**config.mk**
```make
export PLATFORM = sky130hd
export DESIGN_NAME = store_buffer
export DESIGN_NICKNAME = d
export VERILOG_FILES = /design/src/hdl/cache_pkg.sv /design/src/hdl/store_buffer.sv
export VERILOG_INCLUDE_DIRS = /design/src /design/src/include
export SDC_FILE = /design/constraint.sdc
export NUM_CORES = 1
export LEC_CHECK = 0
export CORE_MARGIN = 3
export CORE_UTILIZATION = 60
export DETAILED_ROUTE_END_ITERATION = 6
export DONT_BUFFER_PORTS = 1
export GPL_TIMING_DRIVEN = 0
export PLACE_DENSITY = 0.87
export SLEW_MARGIN = 20
export SYNTH_ARGS = -nofsm -noshare
export SYNTH_HDL_FRONTEND = slang
export SYNTH_SLANG_ARGS = --single-unit
```
**constraint.sdc**
```tcl
create_clock -name clk -period 0.8 [get_ports clk]
set_input_delay 0.04 -clock clk [delete_from_list [all_inputs] [get_ports clk]]
set_output_delay 0.04 -clock clk [all_outputs]
set_load 0.02 [all_outputs]
```
**src/include/cache_defines.svh**
```systemverilog
`ifndef CACHE_DEFINES_SVH
`define CACHE_DEFINES_SVH

// address split 20 + 8 + 4
`define CACHE_TAG_W 20
`define CACHE_INDEX_W 8
`define CACHE_OFFSET_W 4

// one bank word and its byte strobe
`define CACHE_DATA_W 64
`define CACHE_STRB_W 8

// 16-byte block held as two bank words
`define CACHE_BANKS 2
`define CACHE_WAYS 2

// victim selection LFSR, Galois form
`define CACHE_LFSR_W 16
`define CACHE_LFSR_TAPS 16'hb400
`define CACHE_LFSR_SEED 16'h9c35

`endif

```
**src/hdl/cache_pkg.sv**
```systemverilog
`include "cache_defines.svh"

package cache_pkg;

	typedef logic [`CACHE_TAG_W+`CACHE_INDEX_W+`CACHE_OFFSET_W-1:0] addr_t;
	typedef logic [`CACHE_TAG_W-1:0] tag_t;
	typedef logic [`CACHE_INDEX_W-1:0] index_t;
	typedef logic [`CACHE_DATA_W-1:0] word_t;
	typedef logic [`CACHE_STRB_W-1:0] strb_t;

	// valid bit sits above the tag
	typedef struct packed {
		logic valid;
		tag_t tag;
	} tag_entry_t;

	// bank 0 in the low bits, i.e. the lower address
	typedef logic [`CACHE_BANKS*`CACHE_DATA_W-1:0] block_t;

	typedef enum logic [2:0] {
		IDLE,
		LOOKUP,
		WRITEBACK,
		REFILL_REQ,
		REFILL,
		RESPOND
	} ctrl_state_t;

endpackage

```
**src/hdl/store_buffer.sv**
```systemverilog
module store_buffer (
	input logic clk,
	input logic rst,
	input logic sb_load,
	input logic load_way,
	input cache_pkg::index_t load_index,
	input logic load_word,
	input cache_pkg::strb_t load_strb,
	input cache_pkg::word_t load_data,
	output logic sb_pending,
	output cache_pkg::index_t sb_index,
	output logic sb_word,
	output logic sb_way,
	output cache_pkg::strb_t sb_strb,
	output cache_pkg::word_t sb_data
);

	// a pending entry always commits in its first cycle
	always_ff @(posedge clk) begin
		if (rst)
			sb_pending <= 1'b0;
		else
			sb_pending <= sb_load;
	end

	always_ff @(posedge clk) begin
		if (sb_load) begin
			sb_way <= load_way;
			sb_index <= load_index;
			sb_word <= load_word;
			sb_strb <= load_strb;
			sb_data <= load_data;
		end
	end

	// controller must not replace a commit aimed at another word
	a_no_overwrite: assert property (@(posedge clk) disable iff (rst)
		sb_load && sb_pending |-> (load_index == sb_index) && (load_word == sb_word))
		else $error("store buffer reloaded over a different pending word");

endmodule

```
==> results of run 1 <==
-- cells in the mapped netlist --
master / instances
edfxtp_1: 82
dfxtp_1: 1
nor2b_4: 1
-- cells by family after synthesis --
kind of cell	share of synthesized area, %
AND/OR/NAND/NOR	0.5513
flip-flops	99.45
-- stage by stage --
step	utilization, %	std cells	hold slack (ns)	setup WS [ns]
global placement	66.81	132	0.1054	0.2703
detailed placement	66.81	132	0.1067	0.2734
floorplan	-	84	0.1043	0.3105
==> metrics, run 1 <==
Unique masters post-synth 3; Num CTS Buffers 9; CTS resizes 1; port bufs 0; YS warnings 0; synthesized cell area approximately 2500 µm²; Mapped Cells between 80 and 90; CTS Root Cell clkbuf_8; routability congestion estimate roughly 0.67; Ports around 170; register bit total from synthesis 83; Post-DP Area ~2600 µm²; post-CTS setup buffer count 0; die height between 70 and 80 µm; Sink Count 83; Hold-fix buffers, CTS 83; H-tree Lvls 3; Horiz. Die Dim 70.50 µm; FP Rows 22; status stopped before the end; syn avg cell area 29.72 µm²; Syn Nets 169; post-synth top area share between 90% and 100%; leading area contributor after synthesis edfxtp_1; top post-synthesis cells by area edfxtp_1, dfxtp_1, nor2b_4; Stopped at clock tree synthesis (4_1_cts); Max Root-Sink Buffers 2; initial core utilization 65.24%; sequential share of the synthesized area between 90% and 100%; stop err [ERROR DPL-0033] detailed placement checks failed during check placement.
==> run 2: changes to the inputs <==
Settings changed: CORE_UTILIZATION 60 to 40, PLACE_DENSITY 0.87 to unset, PLACE_DENSITY_LB_ADDON set to 0.15.
==> metrics, run 2 <==
Reg power frac about 62%; EDFF count, synth 82 (unchanged); Horiz. Die Dim 85.00 µm (+21%); Layout Nets around 260; Final Slew Violations 0; most frequent cells in the layout dlygate4sd3_1, edfxtp_1, clkbuf_8; fmax around 1100 MHz; crit path kind flop to output pin; register bit total from synthesis 83 (unchanged); Cells after DPL 159 (+20%); RSZ-0062 raised after global routing true; die height 85.00 µm (+21%); Worst Setup End Kind output pin; Final setup viols between 80 and 90; Hold-fix buffers, CTS 83 (unchanged); max reg flops 64; critical path required time approximately 0.76 ns; final hold vios 83; clock network power share about a third; data arrival time of the critical path 0.84 ns; Startpoint Class flop; Unique masters post-synth 3 (unchanged); largest register by flop count sb_data; Leak roughly 0.0013 µW; die area between 7000 and 8000 µm²; most frequent cell after synthesis edfxtp_1; port bufs 0 (unchanged); initial core utilization 41.67% (-24 points); first drt pass iteration count 3; n_diodes 0; post-route ant nets 0; most common cell after layout, fill and taps aside dlygate4sd3_1; Max Root-Sink Buffers 2 (unchanged); fraction of registers with async set/reset 0% (unchanged); top post-synthesis cells by area edfxtp_1, dfxtp_1, nor2b_4; PnR Total Power slightly above 9000 µW; Final Routed Wirelength around 5000 µm; min cycle time layout 0.8758 ns; leading area contributor after synthesis edfxtp_1; failing checks negative hold slack, negative setup slack; via count ~1200; post-synth top area share 98.65% (unchanged); largest registers sb_data (64), sb_index (8), sb_strb (8); Final period util 109.5%; Comb power frac approximately 3.6%; synthesized cell area 2496 µm² (unchanged); Clk pin slew, worst setup/hold paths about 0.08 ns; Iteration-0 DRC Markers 25; Synth Flop Type edfxtp_1; sequential share of the synthesized area 99.45% (unchanged); Sink Count 83 (unchanged); status complete, but fails checks; Ports 168 (unchanged); global-route wire length before repair between 7000 and 8000 µm; Syn Nets 169 (unchanged); routability congestion estimate 0.6414 (-4.4%); initial antenna violation count 0; DRC 0; syn avg cell area 29.72 µm² (unchanged); YS warnings 0 (unchanged); H-tree Lvls 3 (unchanged); Psw between 1500 and 2000 µW; Worst VDD drop ~0.0013 V; FP Rows 28 (+27%); Num CTS Buffers 9 (unchanged); total grt overflow 0; Pwr Density between 2000 and 3000 nW/µm²; CTS tree yes; Setup WS post-layout -0.07577 ns; max_slew headroom between 80% and 90%; routed vias/inst 4.628; crit path max fanout 1; worst-margin pin slew approximately 0.25 ns; Net Sw Frac a little over 20%; share of post-route cells with drive strength above 1 a little over 8%; commonest cells in the netlist edfxtp_1, dfxtp_1, nor2b_4; max cap viols 0; Area Growth Syn to Fin 46.12%; routed len/inst slightly below 20 µm; GRT Total Usage 14.29%; worst-case hold slack -0.1791 ns; Core Region 5991 µm²; CTS Root Cell clkbuf_8; internal power roughly 7400 µW; largest net degree at the start of global routing 84; vias in the first global route approximately 1300; Layout Cells excl Fill 258; Mapped Cells 84 (unchanged); Hold Path Class primary input to flop; setup TNS -4.518 ns
## run 2: cell counts after synthesis
Identical to the previous run, type by type.
## run 2: layer usage
layer  track usage (%)  share of wire, %  vias to the layer above
met5                 0                 0                        -
met4             7.770               1.6                        0
met3             9.320                15                        9
met2             22.67                49                      105
met1             14.18                34                      555
li1                  -                 -                      525
## run 2: logic make-up (layout without fill, tap and decap cells)
group | Yosys count | after routing | synth area share (%)
flip-flops | 83 | 83 | 99.45
AND/OR/NAND/NOR | 1 | 1 | 0.5513
buffers and inverters | 0 | 99 | 0
## run 2: final cells by class
class / count / area, µm²
clock inverters: 2 / 60.06
repair buffers: 83 / 830.8
well taps: 75 / 93.84
clock buffers: 14 / 162.7
fillers: 439 / 2344
multi-input cells: 1 / 13.76
flip-flops and latches: 83 / 2486
## run 2: worst paths after layout
path	depth (start not counted)	to	slack (ns)	startpoint
setup / recovery	0	sb_strb[0]	-0.08	sb_strb[0]
hold / removal	0	sb_word	-0.18	sb_load
## run 2: timing repair
action	CTS	global route
hold endpoints to repair	165	83
resized for setup	1	1
cloned	0	0
setup endpoints to repair	83	83
buffers inserted	0	0
## run 2: power by group through the flow
stage / clock network, µW / registers [µW] / logic (µW)
2_1_floorplan: 0 / 5790 / 4.42
3_5_place_dp: 0 / 5860 / 4.70
6_report: 3210 / 5750 / 333
3_3_place_gp: 0 / 5860 / 4.46
5_1_grt: 3550 / 5790 / 360
4_1_cts: 3320 / 5770 / 333
## run 2: metrics by stage
stage                     setup slack (ns)  cell area [µm²]  util, %  hold WS, ns
final                             -0.07577             3647    60.88      -0.1791
after floorplan                     0.3105             2496        -       0.1043
after CTS                          -0.1079             3645    60.84      -0.2043
after global routing               -0.1258             3647    60.88      -0.2170
after detailed placement            0.2706             2590    43.23       0.1069
after global placement              0.2784             2590    43.23       0.1051
Power figures use the tool's default switching activity.
