### src/include/cache_defines.svh
`ifndef CACHE_DEFINES_SVH
`define CACHE_DEFINES_SVH

// address split 20 + 8 + 4
`define CACHE_TAG_W 20
`define CACHE_INDEX_W 8
`define CACHE_OFFSET_W 4

// one bank word and its byte strobe
`define CACHE_DATA_W 64
`define CACHE_STRB_W 8

// 16-byte block held as two bank words
`define CACHE_BANKS 2
`define CACHE_WAYS 2

// victim selection LFSR, Galois form
`define CACHE_LFSR_W 16
`define CACHE_LFSR_TAPS 16'hb400
`define CACHE_LFSR_SEED 16'h9c35

`endif

### src/hdl/cache_pkg.sv
`include "cache_defines.svh"

package cache_pkg;

	typedef logic [`CACHE_TAG_W+`CACHE_INDEX_W+`CACHE_OFFSET_W-1:0] addr_t;
	typedef logic [`CACHE_TAG_W-1:0] tag_t;
	typedef logic [`CACHE_INDEX_W-1:0] index_t;
	typedef logic [`CACHE_DATA_W-1:0] word_t;
	typedef logic [`CACHE_STRB_W-1:0] strb_t;

	// valid bit sits above the tag
	typedef struct packed {
		logic valid;
		tag_t tag;
	} tag_entry_t;

	// bank 0 in the low bits, i.e. the lower address
	typedef logic [`CACHE_BANKS*`CACHE_DATA_W-1:0] block_t;

	typedef enum logic [2:0] {
		IDLE,
		LOOKUP,
		WRITEBACK,
		REFILL_REQ,
		REFILL,
		RESPOND
	} ctrl_state_t;

endpackage

### src/hdl/cache_ctrl.sv
`include "cache_defines.svh"

module cache_ctrl (
	input logic clk,
	input logic rst,
	input logic req_valid,
	input logic req_write,
	input cache_pkg::addr_t req_addr,
	input cache_pkg::strb_t req_wstrb,
	input cache_pkg::word_t req_wdata,
	output logic req_ready,
	output logic resp_valid,
	output cache_pkg::word_t resp_data,
	input logic resp_ready,
	output logic rd_valid,
	output cache_pkg::addr_t rd_addr,
	input logic rd_ready,
	input logic rd_data_valid,
	input logic rd_data_last,
	input cache_pkg::word_t rd_data,
	output logic wb_valid,
	output cache_pkg::addr_t wb_addr,
	output cache_pkg::block_t wb_data,
	input logic wb_ready,
	input logic [`CACHE_WAYS-1:0] way_hit,
	input logic [`CACHE_WAYS-1:0] way_dirty,
	input cache_pkg::tag_entry_t way_entry [`CACHE_WAYS],
	input cache_pkg::block_t way_block [`CACHE_WAYS],
	input logic sb_pending,
	input cache_pkg::index_t sb_index,
	input logic sb_word,
	output logic [`CACHE_WAYS-1:0] tag_en,
	output logic [`CACHE_WAYS-1:0] tag_we,
	output logic [`CACHE_WAYS-1:0] dirty_we,
	output logic [`CACHE_WAYS-1:0] dirty_din,
	output logic [`CACHE_BANKS-1:0] bank_en [`CACHE_WAYS],
	output logic [`CACHE_BANKS-1:0] bank_we [`CACHE_WAYS],
	output cache_pkg::index_t tag_index,
	output cache_pkg::index_t bank_index,
	output cache_pkg::tag_entry_t tag_din,
	output cache_pkg::strb_t bank_wstrb,
	output cache_pkg::word_t bank_din,
	output cache_pkg::tag_t lookup_tag,
	output logic sb_load,
	output logic load_way,
	output cache_pkg::index_t load_index,
	output logic load_word,
	output cache_pkg::strb_t load_strb,
	output cache_pkg::word_t load_data
);
	localparam int TAG_LO = `CACHE_OFFSET_W + `CACHE_INDEX_W;

	cache_pkg::ctrl_state_t state, state_next;
	cache_pkg::tag_t req_tag, rb_tag;
	cache_pkg::index_t req_index, rb_index, mb_index;
	cache_pkg::strb_t rb_strb;
	cache_pkg::word_t rb_wdata, merged;
	cache_pkg::tag_entry_t mb_entry;
	cache_pkg::block_t mb_block;
	logic [`CACHE_LFSR_W-1:0] lfsr;
	logic req_word, rb_word, rb_write;
	logic accept, conflict, hit, hit_way, victim, victim_dirty;
	logic mb_way, beat, refill_beat;

	assign req_tag = req_addr[TAG_LO +: `CACHE_TAG_W];
	assign req_index = req_addr[`CACHE_OFFSET_W +: `CACHE_INDEX_W];
	assign req_word = req_addr[`CACHE_OFFSET_W-1];

	// a load of the word the store buffer is writing waits one cycle
	assign conflict = req_valid && !req_write && sb_pending &&
		(req_index == sb_index) && (req_word == sb_word);
	assign req_ready = (state == cache_pkg::IDLE) && !conflict;
	assign accept = req_valid && req_ready;

	assign hit = |way_hit;
	// two ways, so the upper flag names the hit way
	assign hit_way = way_hit[1];
	assign victim = lfsr[0];
	assign victim_dirty = way_entry[victim].valid && way_dirty[victim];
	assign refill_beat = (state == cache_pkg::REFILL) && rd_data_valid;

	always_comb begin
		state_next = state;
		case (state)
			cache_pkg::IDLE:
				if (accept)
					state_next = cache_pkg::LOOKUP;
			cache_pkg::LOOKUP:
				if (hit)
					state_next = cache_pkg::RESPOND;
				else if (victim_dirty)
					state_next = cache_pkg::WRITEBACK;
				else
					state_next = cache_pkg::REFILL_REQ;
			cache_pkg::WRITEBACK:
				if (wb_ready)
					state_next = cache_pkg::REFILL_REQ;
			cache_pkg::REFILL_REQ:
				if (rd_ready)
					state_next = cache_pkg::REFILL;
			cache_pkg::REFILL:
				if (refill_beat && rd_data_last)
					state_next = cache_pkg::RESPOND;
			cache_pkg::RESPOND:
				if (resp_ready)
					state_next = cache_pkg::IDLE;
			default:
				state_next = cache_pkg::IDLE;
		endcase
	end

	always_ff @(posedge clk) begin
		if (rst)
			state <= cache_pkg::IDLE;
		else
			state <= state_next;
	end

	// stepped once per miss
	always_ff @(posedge clk) begin
		if (rst)
			lfsr <= `CACHE_LFSR_SEED;
		else if (state == cache_pkg::LOOKUP && !hit)
			lfsr <= (lfsr >> 1) ^ ({`CACHE_LFSR_W{lfsr[0]}} & `CACHE_LFSR_TAPS);
	end

	always_ff @(posedge clk) begin
		if (rst || state != cache_pkg::REFILL)
			beat <= 1'b0;
		else if (rd_data_valid)
			beat <= beat + 1'b1;
	end

	// request buffer
	always_ff @(posedge clk) begin
		if (accept) begin
			rb_write <= req_write;
			rb_tag <= req_tag;
			rb_index <= req_index;
			rb_word <= req_word;
			rb_strb <= req_wstrb;
			rb_wdata <= req_wdata;
		end
	end

	// miss buffer holds the victim for write-back and refill
	always_ff @(posedge clk) begin
		if (state == cache_pkg::LOOKUP && !hit) begin
			mb_way <= victim;
			mb_index <= rb_index;
			mb_entry <= way_entry[victim];
			mb_block <= way_block[victim];
		end
	end

	always_ff @(posedge clk) begin
		if (state == cache_pkg::LOOKUP && hit && !rb_write)
			resp_data <= way_block[hit_way][rb_word*`CACHE_DATA_W +: `CACHE_DATA_W];
		else if (refill_beat && beat == rb_word)
			resp_data <= rd_data;
	end

	// write-allocate merge of the store bytes into the fetched word
	always_comb begin
		for (int b = 0; b < `CACHE_STRB_W; b++)
			merged[b*8 +: 8] = rb_strb[b] ? rb_wdata[b*8 +: 8] : rd_data[b*8 +: 8];
	end

	always_comb begin
		tag_en = '0;
		tag_we = '0;
		dirty_we = '0;
		dirty_din = '0;
		for (int w = 0; w < `CACHE_WAYS; w++) begin
			bank_en[w] = '0;
			bank_we[w] = '0;
		end
		tag_index = req_index;
		bank_index = req_index;
		tag_din = '{valid: 1'b1, tag: rb_tag};
		bank_wstrb = {`CACHE_STRB_W{1'b1}};
		bank_din = (rb_write && beat == rb_word) ? merged : rd_data;
		if (accept) begin
			// full read for lookup and a possible write-back
			tag_en = '1;
			for (int w = 0; w < `CACHE_WAYS; w++)
				bank_en[w] = '1;
		end
		if (refill_beat) begin
			tag_index = mb_index;
			bank_index = mb_index;
			bank_en[mb_way][beat] = 1'b1;
			bank_we[mb_way][beat] = 1'b1;
			if (rd_data_last) begin
				tag_en[mb_way] = 1'b1;
				tag_we[mb_way] = 1'b1;
				dirty_we[mb_way] = 1'b1;
				dirty_din[mb_way] = rb_write;
			end
		end
	end

	assign lookup_tag = rb_tag;

	assign sb_load = (state == cache_pkg::LOOKUP) && hit && rb_write;
	assign load_way = hit_way;
	assign load_index = rb_index;
	assign load_word = rb_word;
	assign load_strb = rb_strb;
	assign load_data = rb_wdata;

	assign resp_valid = (state == cache_pkg::RESPOND);
	assign rd_valid = (state == cache_pkg::REFILL_REQ);
	assign rd_addr = {rb_tag, rb_index, {`CACHE_OFFSET_W{1'b0}}};
	assign wb_valid = (state == cache_pkg::WRITEBACK);
	assign wb_addr = {mb_entry.tag, mb_index, {`CACHE_OFFSET_W{1'b0}}};
	assign wb_data = mb_block;

	a_resp_hold: assert property (@(posedge clk) disable iff (rst)
		resp_valid && !resp_ready |=> resp_valid && $stable(resp_data))
		else $error("response dropped before resp_ready");

	a_beat_in_refill: assert property (@(posedge clk) disable iff (rst)
		rd_data_valid |-> state == cache_pkg::REFILL)
		else $error("refill beat outside REFILL");

endmodule

### config.mk
export PLATFORM = sky130hd
export DESIGN_NAME = cache_ctrl
export DESIGN_NICKNAME = d
export VERILOG_FILES = /design/src/hdl/cache_pkg.sv /design/src/hdl/cache_ctrl.sv
export VERILOG_INCLUDE_DIRS = /design/src /design/src/include
export SDC_FILE = /design/constraint.sdc
export NUM_CORES = 1
export LEC_CHECK = 0
export ABC_AREA = 1
export BUFFER_PORTS_ARGS = -buffer_cell sky130_fd_sc_hd__buf_4
export CAP_MARGIN = 10
export CORE_AREA = 2 2 377 379
export CTS_BUF_LIST = sky130_fd_sc_hd__clkbuf_16
export CTS_CLUSTER_DIAMETER = 40
export DETAILED_ROUTE_END_ITERATION = 8
export DIE_AREA = 0 0 379 381
export HOLD_SLACK_MARGIN = 0.08
export PLACE_DENSITY = 0.39
export SLEW_MARGIN = 10
export SYNTH_ARGS = -nofsm -noshare
export SYNTH_HDL_FRONTEND = slang
export SYNTH_SLANG_ARGS = --single-unit
### constraint.sdc
create_clock -name clk -period 11 [get_ports clk]
set_input_delay 1.65 -clock clk [delete_from_list [all_inputs] [get_ports clk]]
set_output_delay 1.65 -clock clk [all_outputs]
set_load 0.1 [all_outputs]
**After elaboration in Yosys (flattened, before gate mapping)**

Cells that the tools add are included.

- Register bits after elaboration: 343
- Input bits: 489
- Output and inout bits: 488

- Add/sub/neg operators: 1
- Order comparisons: 9
- Equality and inequality tests: 14
- Shift operators: 1
- Muxes and demuxes: 47
- Bitwise logic cells: 7
- Reduce and logical (&&, ||, !) cells: 27

Operator list:

| cell | count |
|---|---|
| $mux W128 | 6 |
| $mux W64 | 3 |
| $shiftx A128 B8 Y64 | 1 |
| $mux W8 | 9 |
| $mux W21 | 3 |
| $logic_and A1 B1 Y1 | 18 |
| $mux W3 | 6 |
| $pmux W3 S6 | 1 |
| $mux W2 | 8 |
| $xor A15 B16 Y16 | 1 |
| $mux W4 | 3 |
| $eq A8 B8 Y1 | 1 |
| $ne A2 B1 Y1 const B | 4 |
| $eq A3 B2 Y1 const B | 2 |
| $eq A3 B3 Y1 const B | 2 |
| $ge A2 B2 Y1 const B | 3 |
| $lt A1 B2 Y1 const B | 3 |
| $not A1 Y2 | 3 |
| $mux W1 | 5 |
| $reduce_and A5 Y1 | 1 |
| $logic_not A1 Y1 | 4 |
| $or A4 B4 Y4 | 1 |
| $eq A3 B1 Y1 const B | 1 |
| $logic_not A3 Y1 | 1 |
| 13 further kinds | 16 |

**Longest topological paths before layout**

- Depth after elaboration: 12
- Mapped depth: 10
- Depth with buffers taken out: 10

**Least setup slack after synthesis**

Ideal clock, no wire load.

- Path kind: in2out
- From: input req_addr[4]
- To: output tag_en[0]
- Arrival time: 6.551 ns
- Required time: 9.350 ns
- Slack: 2.799 ns
- Stages on the path: 9
- Path buffers: 0
- Path through: inv_1 -> o21ai_0 -> nor2_1 -> nand3_1 -> nor2_1 -> nor2_1 -> nand2_1 -> inv_1 -> or2_1

- Longest elaborated chain between the ends: 10

RTL lines:

| element | RTL line | text |
|---|---|---|
| start, declared | cache_ctrl.sv:8 | `input cache_pkg::addr_t req_addr,` |
| $eq A8 B8 Y1 * | cache_ctrl.sv:71 | `(req_index == sb_index) && (req_word == sb_word);` |
| $logic_and A1 B1 Y1 * | cache_ctrl.sv:70 | `assign conflict = req_valid && !req_write && sb_pending &&` |
| $logic_and A1 B1 Y1 * | cache_ctrl.sv:71 |  |
| $logic_not A1 Y1 * | cache_ctrl.sv:72 | `assign req_ready = (state == cache_pkg::IDLE) && !conflict;` |
| $logic_and A1 B1 Y1 * | cache_ctrl.sv:72 |  |
| named net req_ready | cache_ctrl.sv:11 | `output logic req_ready,` |
| $logic_and A1 B1 Y1 * | cache_ctrl.sv:73 | `assign accept = req_valid && req_ready;` |
| named net accept | cache_ctrl.sv:62 | `logic accept, conflict, hit, hit_way, victim, victim_dirty;` |
| $mux W2 * | cache_ctrl.sv:183 | `if (accept) begin` |
| $or A2 B2 Y2 (no source line) | n/a |  |
| $mux W2 | cache_ctrl.sv:194 | `if (rd_data_last) begin` |
| $mux W2 * | cache_ctrl.sv:189 | `if (refill_beat) begin` |
| end, declared | cache_ctrl.sv:32 | `` output logic [`CACHE_WAYS-1:0] tag_en, `` |

Mark *: on every way through the listed nets, which the timed path passes. The rest lies on a longest branch.

**Final worst setup path**

- From: input rd_data_valid
- To: output tag_index[4]

- Longest elaborated chain between the ends: 2

RTL lines:

| element | RTL line | text |
|---|---|---|
| start, declared | cache_ctrl.sv:18 | `input logic rd_data_valid,` |
| $logic_and A1 B1 Y1 | cache_ctrl.sv:80 | `assign refill_beat = (state == cache_pkg::REFILL) && rd_data_valid;` |
| $mux W8 | cache_ctrl.sv:189 |  |
| end, declared | cache_ctrl.sv:38 | `output cache_pkg::index_t tag_index,` |

No other way between the ends.

==> impl_metrics.json <==
{
  "dpl_cell_area_sq_um": 25780,
  "outcome": "finished clean",
  "rrSetupSlack_ps": 7680,
  "drc": 0,
  "insertedDiodeCount": 0,
  "start_util": 0.1227,
  "r2r_cells": 6,
  "fp.coreArea_sq_um": 140600,
  "cts_resized": 0,
  "hp-start": "lfsr[3]$_SDFFE_PP0P_",
  "synth_most_common_cell": "nand2_1",
  "cts_tree": "yes",
  "path_class": "input pin to primary output",
  "grt_pass1_vias": 15845,
  "fin_area_sq_um": 28810,
  "skew_ps": 31.36,
  "rr_endpoint": "wb_data[36]$_DFFE_PP_",
  "final_core_util": 0.2050,
  "power.density_nw_per_um2": 266.1,
  "grt-ovfl-total": 0,
  "syn-mean-instance-area_sq_um": 9.514,
  "synth_seq_area_share": 0.5859,
  "drt-pass1-iter-count": 5,
  "grt_max_degree": 104,
  "min_period_ps": 5273,
  "drive_above_1_share": 0.4269,
  "grt_pass1_wl_um": 123400,
  "synth_top_cell_area_share": 0.5626,
  "dp_hpwl_um": 71550,
  "synth_largest_area_cell": "edfxtp_1",
  "worstSetupEndpointType": "primary output",
  "p_leak_nw": 12.71,
  "min_path_cells": 2,
  "synth_area_leaders": "edfxtp_1 56%, nand2_1 9.5%, o21ai_0 7.5%, inv_1 4.9%, a21oi_1 3.9%",
  "finalHoldViolCount": 0,
  "r2r-start": "state[0]$_SDFFE_PP0P_",
  "vias_per_cell": 3.463,
  "io_pins": 977,
  "synthCells": 1812,
  "fin_nets": 3206,
  "syn_to_final_growth_pct": 67.11,
  "netlist_area_sq_um": 17240,
  "cts.htree.levels": 3,
  "rsz0062_at_grt": "false",
  "setup_viol": 0,
  "yosysWarnings": 0,
  "drtIter0Drc": 883,
  "rows": 138,
  "ant_nets": 0,
  "drt-wirelength-per-cell_um": 19.66,
  "gp_congestion": 0.8488,
  "cts.root.buffer_cell": "clkbuf_16",
  "cts_sinks": 343,
  "setup_tns_ps": 0,
  "crit_required_ps": 9350,
  "cts.path.max_buffers": 3,
  "ys_ff_latch": 343,
  "max_slew_margin": 0.3643,
  "synth_edf_count": 323,
  "max_slew.worst_pin.slew_ps": 953.6,
  "io_buffer_count": 956,
  "num_vias": 16208,
  "period_share": 0.4794,
  "placedCellCount": 4514,
  "yosys_most_used_dff": "edfxtp_1",
  "critPathLaunchType": "input pin",
  "timing.fmax_mhz": 189.6,
  "numCtsBuffers": 91,
  "cts_setup_buffers": 0,
  "wirelength_um": 92030,
  "ys_types": 32,
  "hold_path.class": "flop to flop",
  "ys_top_cells_by_count": "435 x nand2_1, 323 x edfxtp_1, 257 x o21ai_0",
  "setup_slack_ps": 5727,
  "die_y_um": 381,
  "cts_hold_buf": 0,
  "clk_pin_slew_ps": 50,
  "arrival_ps": 3620,
  "vdd_drop_max_v": 0.0001303,
  "hold_end": "lfsr[2]$_SDFFE_PP1P_",
  "slew_violations": 0,
  "finalNonFillerCells": 4680,
  "crit_fanout": 15,
  "die-area_sq_um": 144400,
  "place_ws_ps": 5805,
  "cap_violations": 0,
  "clock_latency_ps": 670,
  "synthArstFlopShare": 0,
  "grt_antenna_before_repair": 12,
  "die_width_um": 379,
  "grt_usage": 0.1217
}
==> layout make-up <==
cell class / instances / area [sq um]
Fill cell: 15662 / 111700
Sequential cell: 343 / 10100
Timing Repair Buffer: 975 / 7320
Multi-Input combinational cell: 1075 / 5107
Tap cell: 1890 / 2365
Clock buffer: 92 / 2302
Inverter: 231 / 882.1
Clock inverter: 74 / 728.2
==> worst max-delay path, cell delays in order <==
cell and delay, ps:
buf_4 140, nand2_1 360, inv_1 360, o21ai_0 690, buf_4 420
==> registers in the layout, summed over array words and instances, names as in the netlist, 16 cells and up <==
signal and flops:
lfsr 16, resp_data 64, wb_addr 20, lookup_tag 20
wb_data 128, load_data 64
==> cells in the final DEF, fill, tap and decap left out, drive strengths merged <==
cell and count:
o21ai 408, nor3b 1, or2 2, conb 17, o21bai 1, a211oi 1
nor2 44, nand2 437, edfxtp 323, buf 975, nor3 7, clkbuf 92
dfxtp 20, inv 246, clkinv 32, xor2 3, nor4 2, a21oi 134
clkinvlp 16, xnor2 5, o211ai 2, bufinv 11, nand3 11
==> per-stage QoR <==
step	total power, W	hold slack, ps
after CTS	0.007785	460.7
final	0.007666	455.4
after global placement	0.005064	442.4
after floorplan	0.004268	402.9
after detailed placement	0.005065	444.3
after global routing	0.007958	483.5
==> power breakdown <==
part           leakage (nW)  internal, W  total [W]  switching, W
clock network          1.48      0.00177    0.00266      0.000889
registers              3.14      0.00171    0.00181      0.000102
logic                  8.10     0.000583    0.00320       0.00261
==> cells by family (layout without fill, tap and decap cells) <==
group / after synthesis / in the layout / synth area share
AOI/OAI and AO/OA: 546 / 546 / 0.1701
xor gates and xnor gates: 8 / 8 / 0.004500
buffers and inverters: 409 / 1372 / 0.1218
DFF: 343 / 343 / 0.5859
other: 2 / 17 / 0.0004356
and+or+nand+nor: 504 / 504 / 0.1174
==> how the worst max path moves through the flow <==
| stage | slack, ps | start | to |
|---|---|---|---|
| finish | 5730 | rd_data_valid | tag_index[4] |
| global route | 5690 | rd_data_valid | tag_index[4] |
| CTS | 5790 | rd_data_valid | tag_index[4] |
| detailed placement | 5810 | rd_data_valid | tag_index[4] |
| global placement | 5840 | rd_data_valid | tag_index[4] |
| floorplan | 2800 | req_addr[4] | tag_en[0] |
==> per-layer routing <==
| layer | part of all wire | routed length (um) | global-route usage |
|---|---|---|---|
| met1 | 0.41 | 37770 | 0.1461 |
| met2 | 0.48 | 44410 | 0.2035 |
| met3 | 0.084 | 7758 | 0.04262 |
| met4 | 0.022 | 2038 | 0.03483 |
| met5 | 0.00060 | 55 | 0 |
Power figures use the tool's default switching activity.
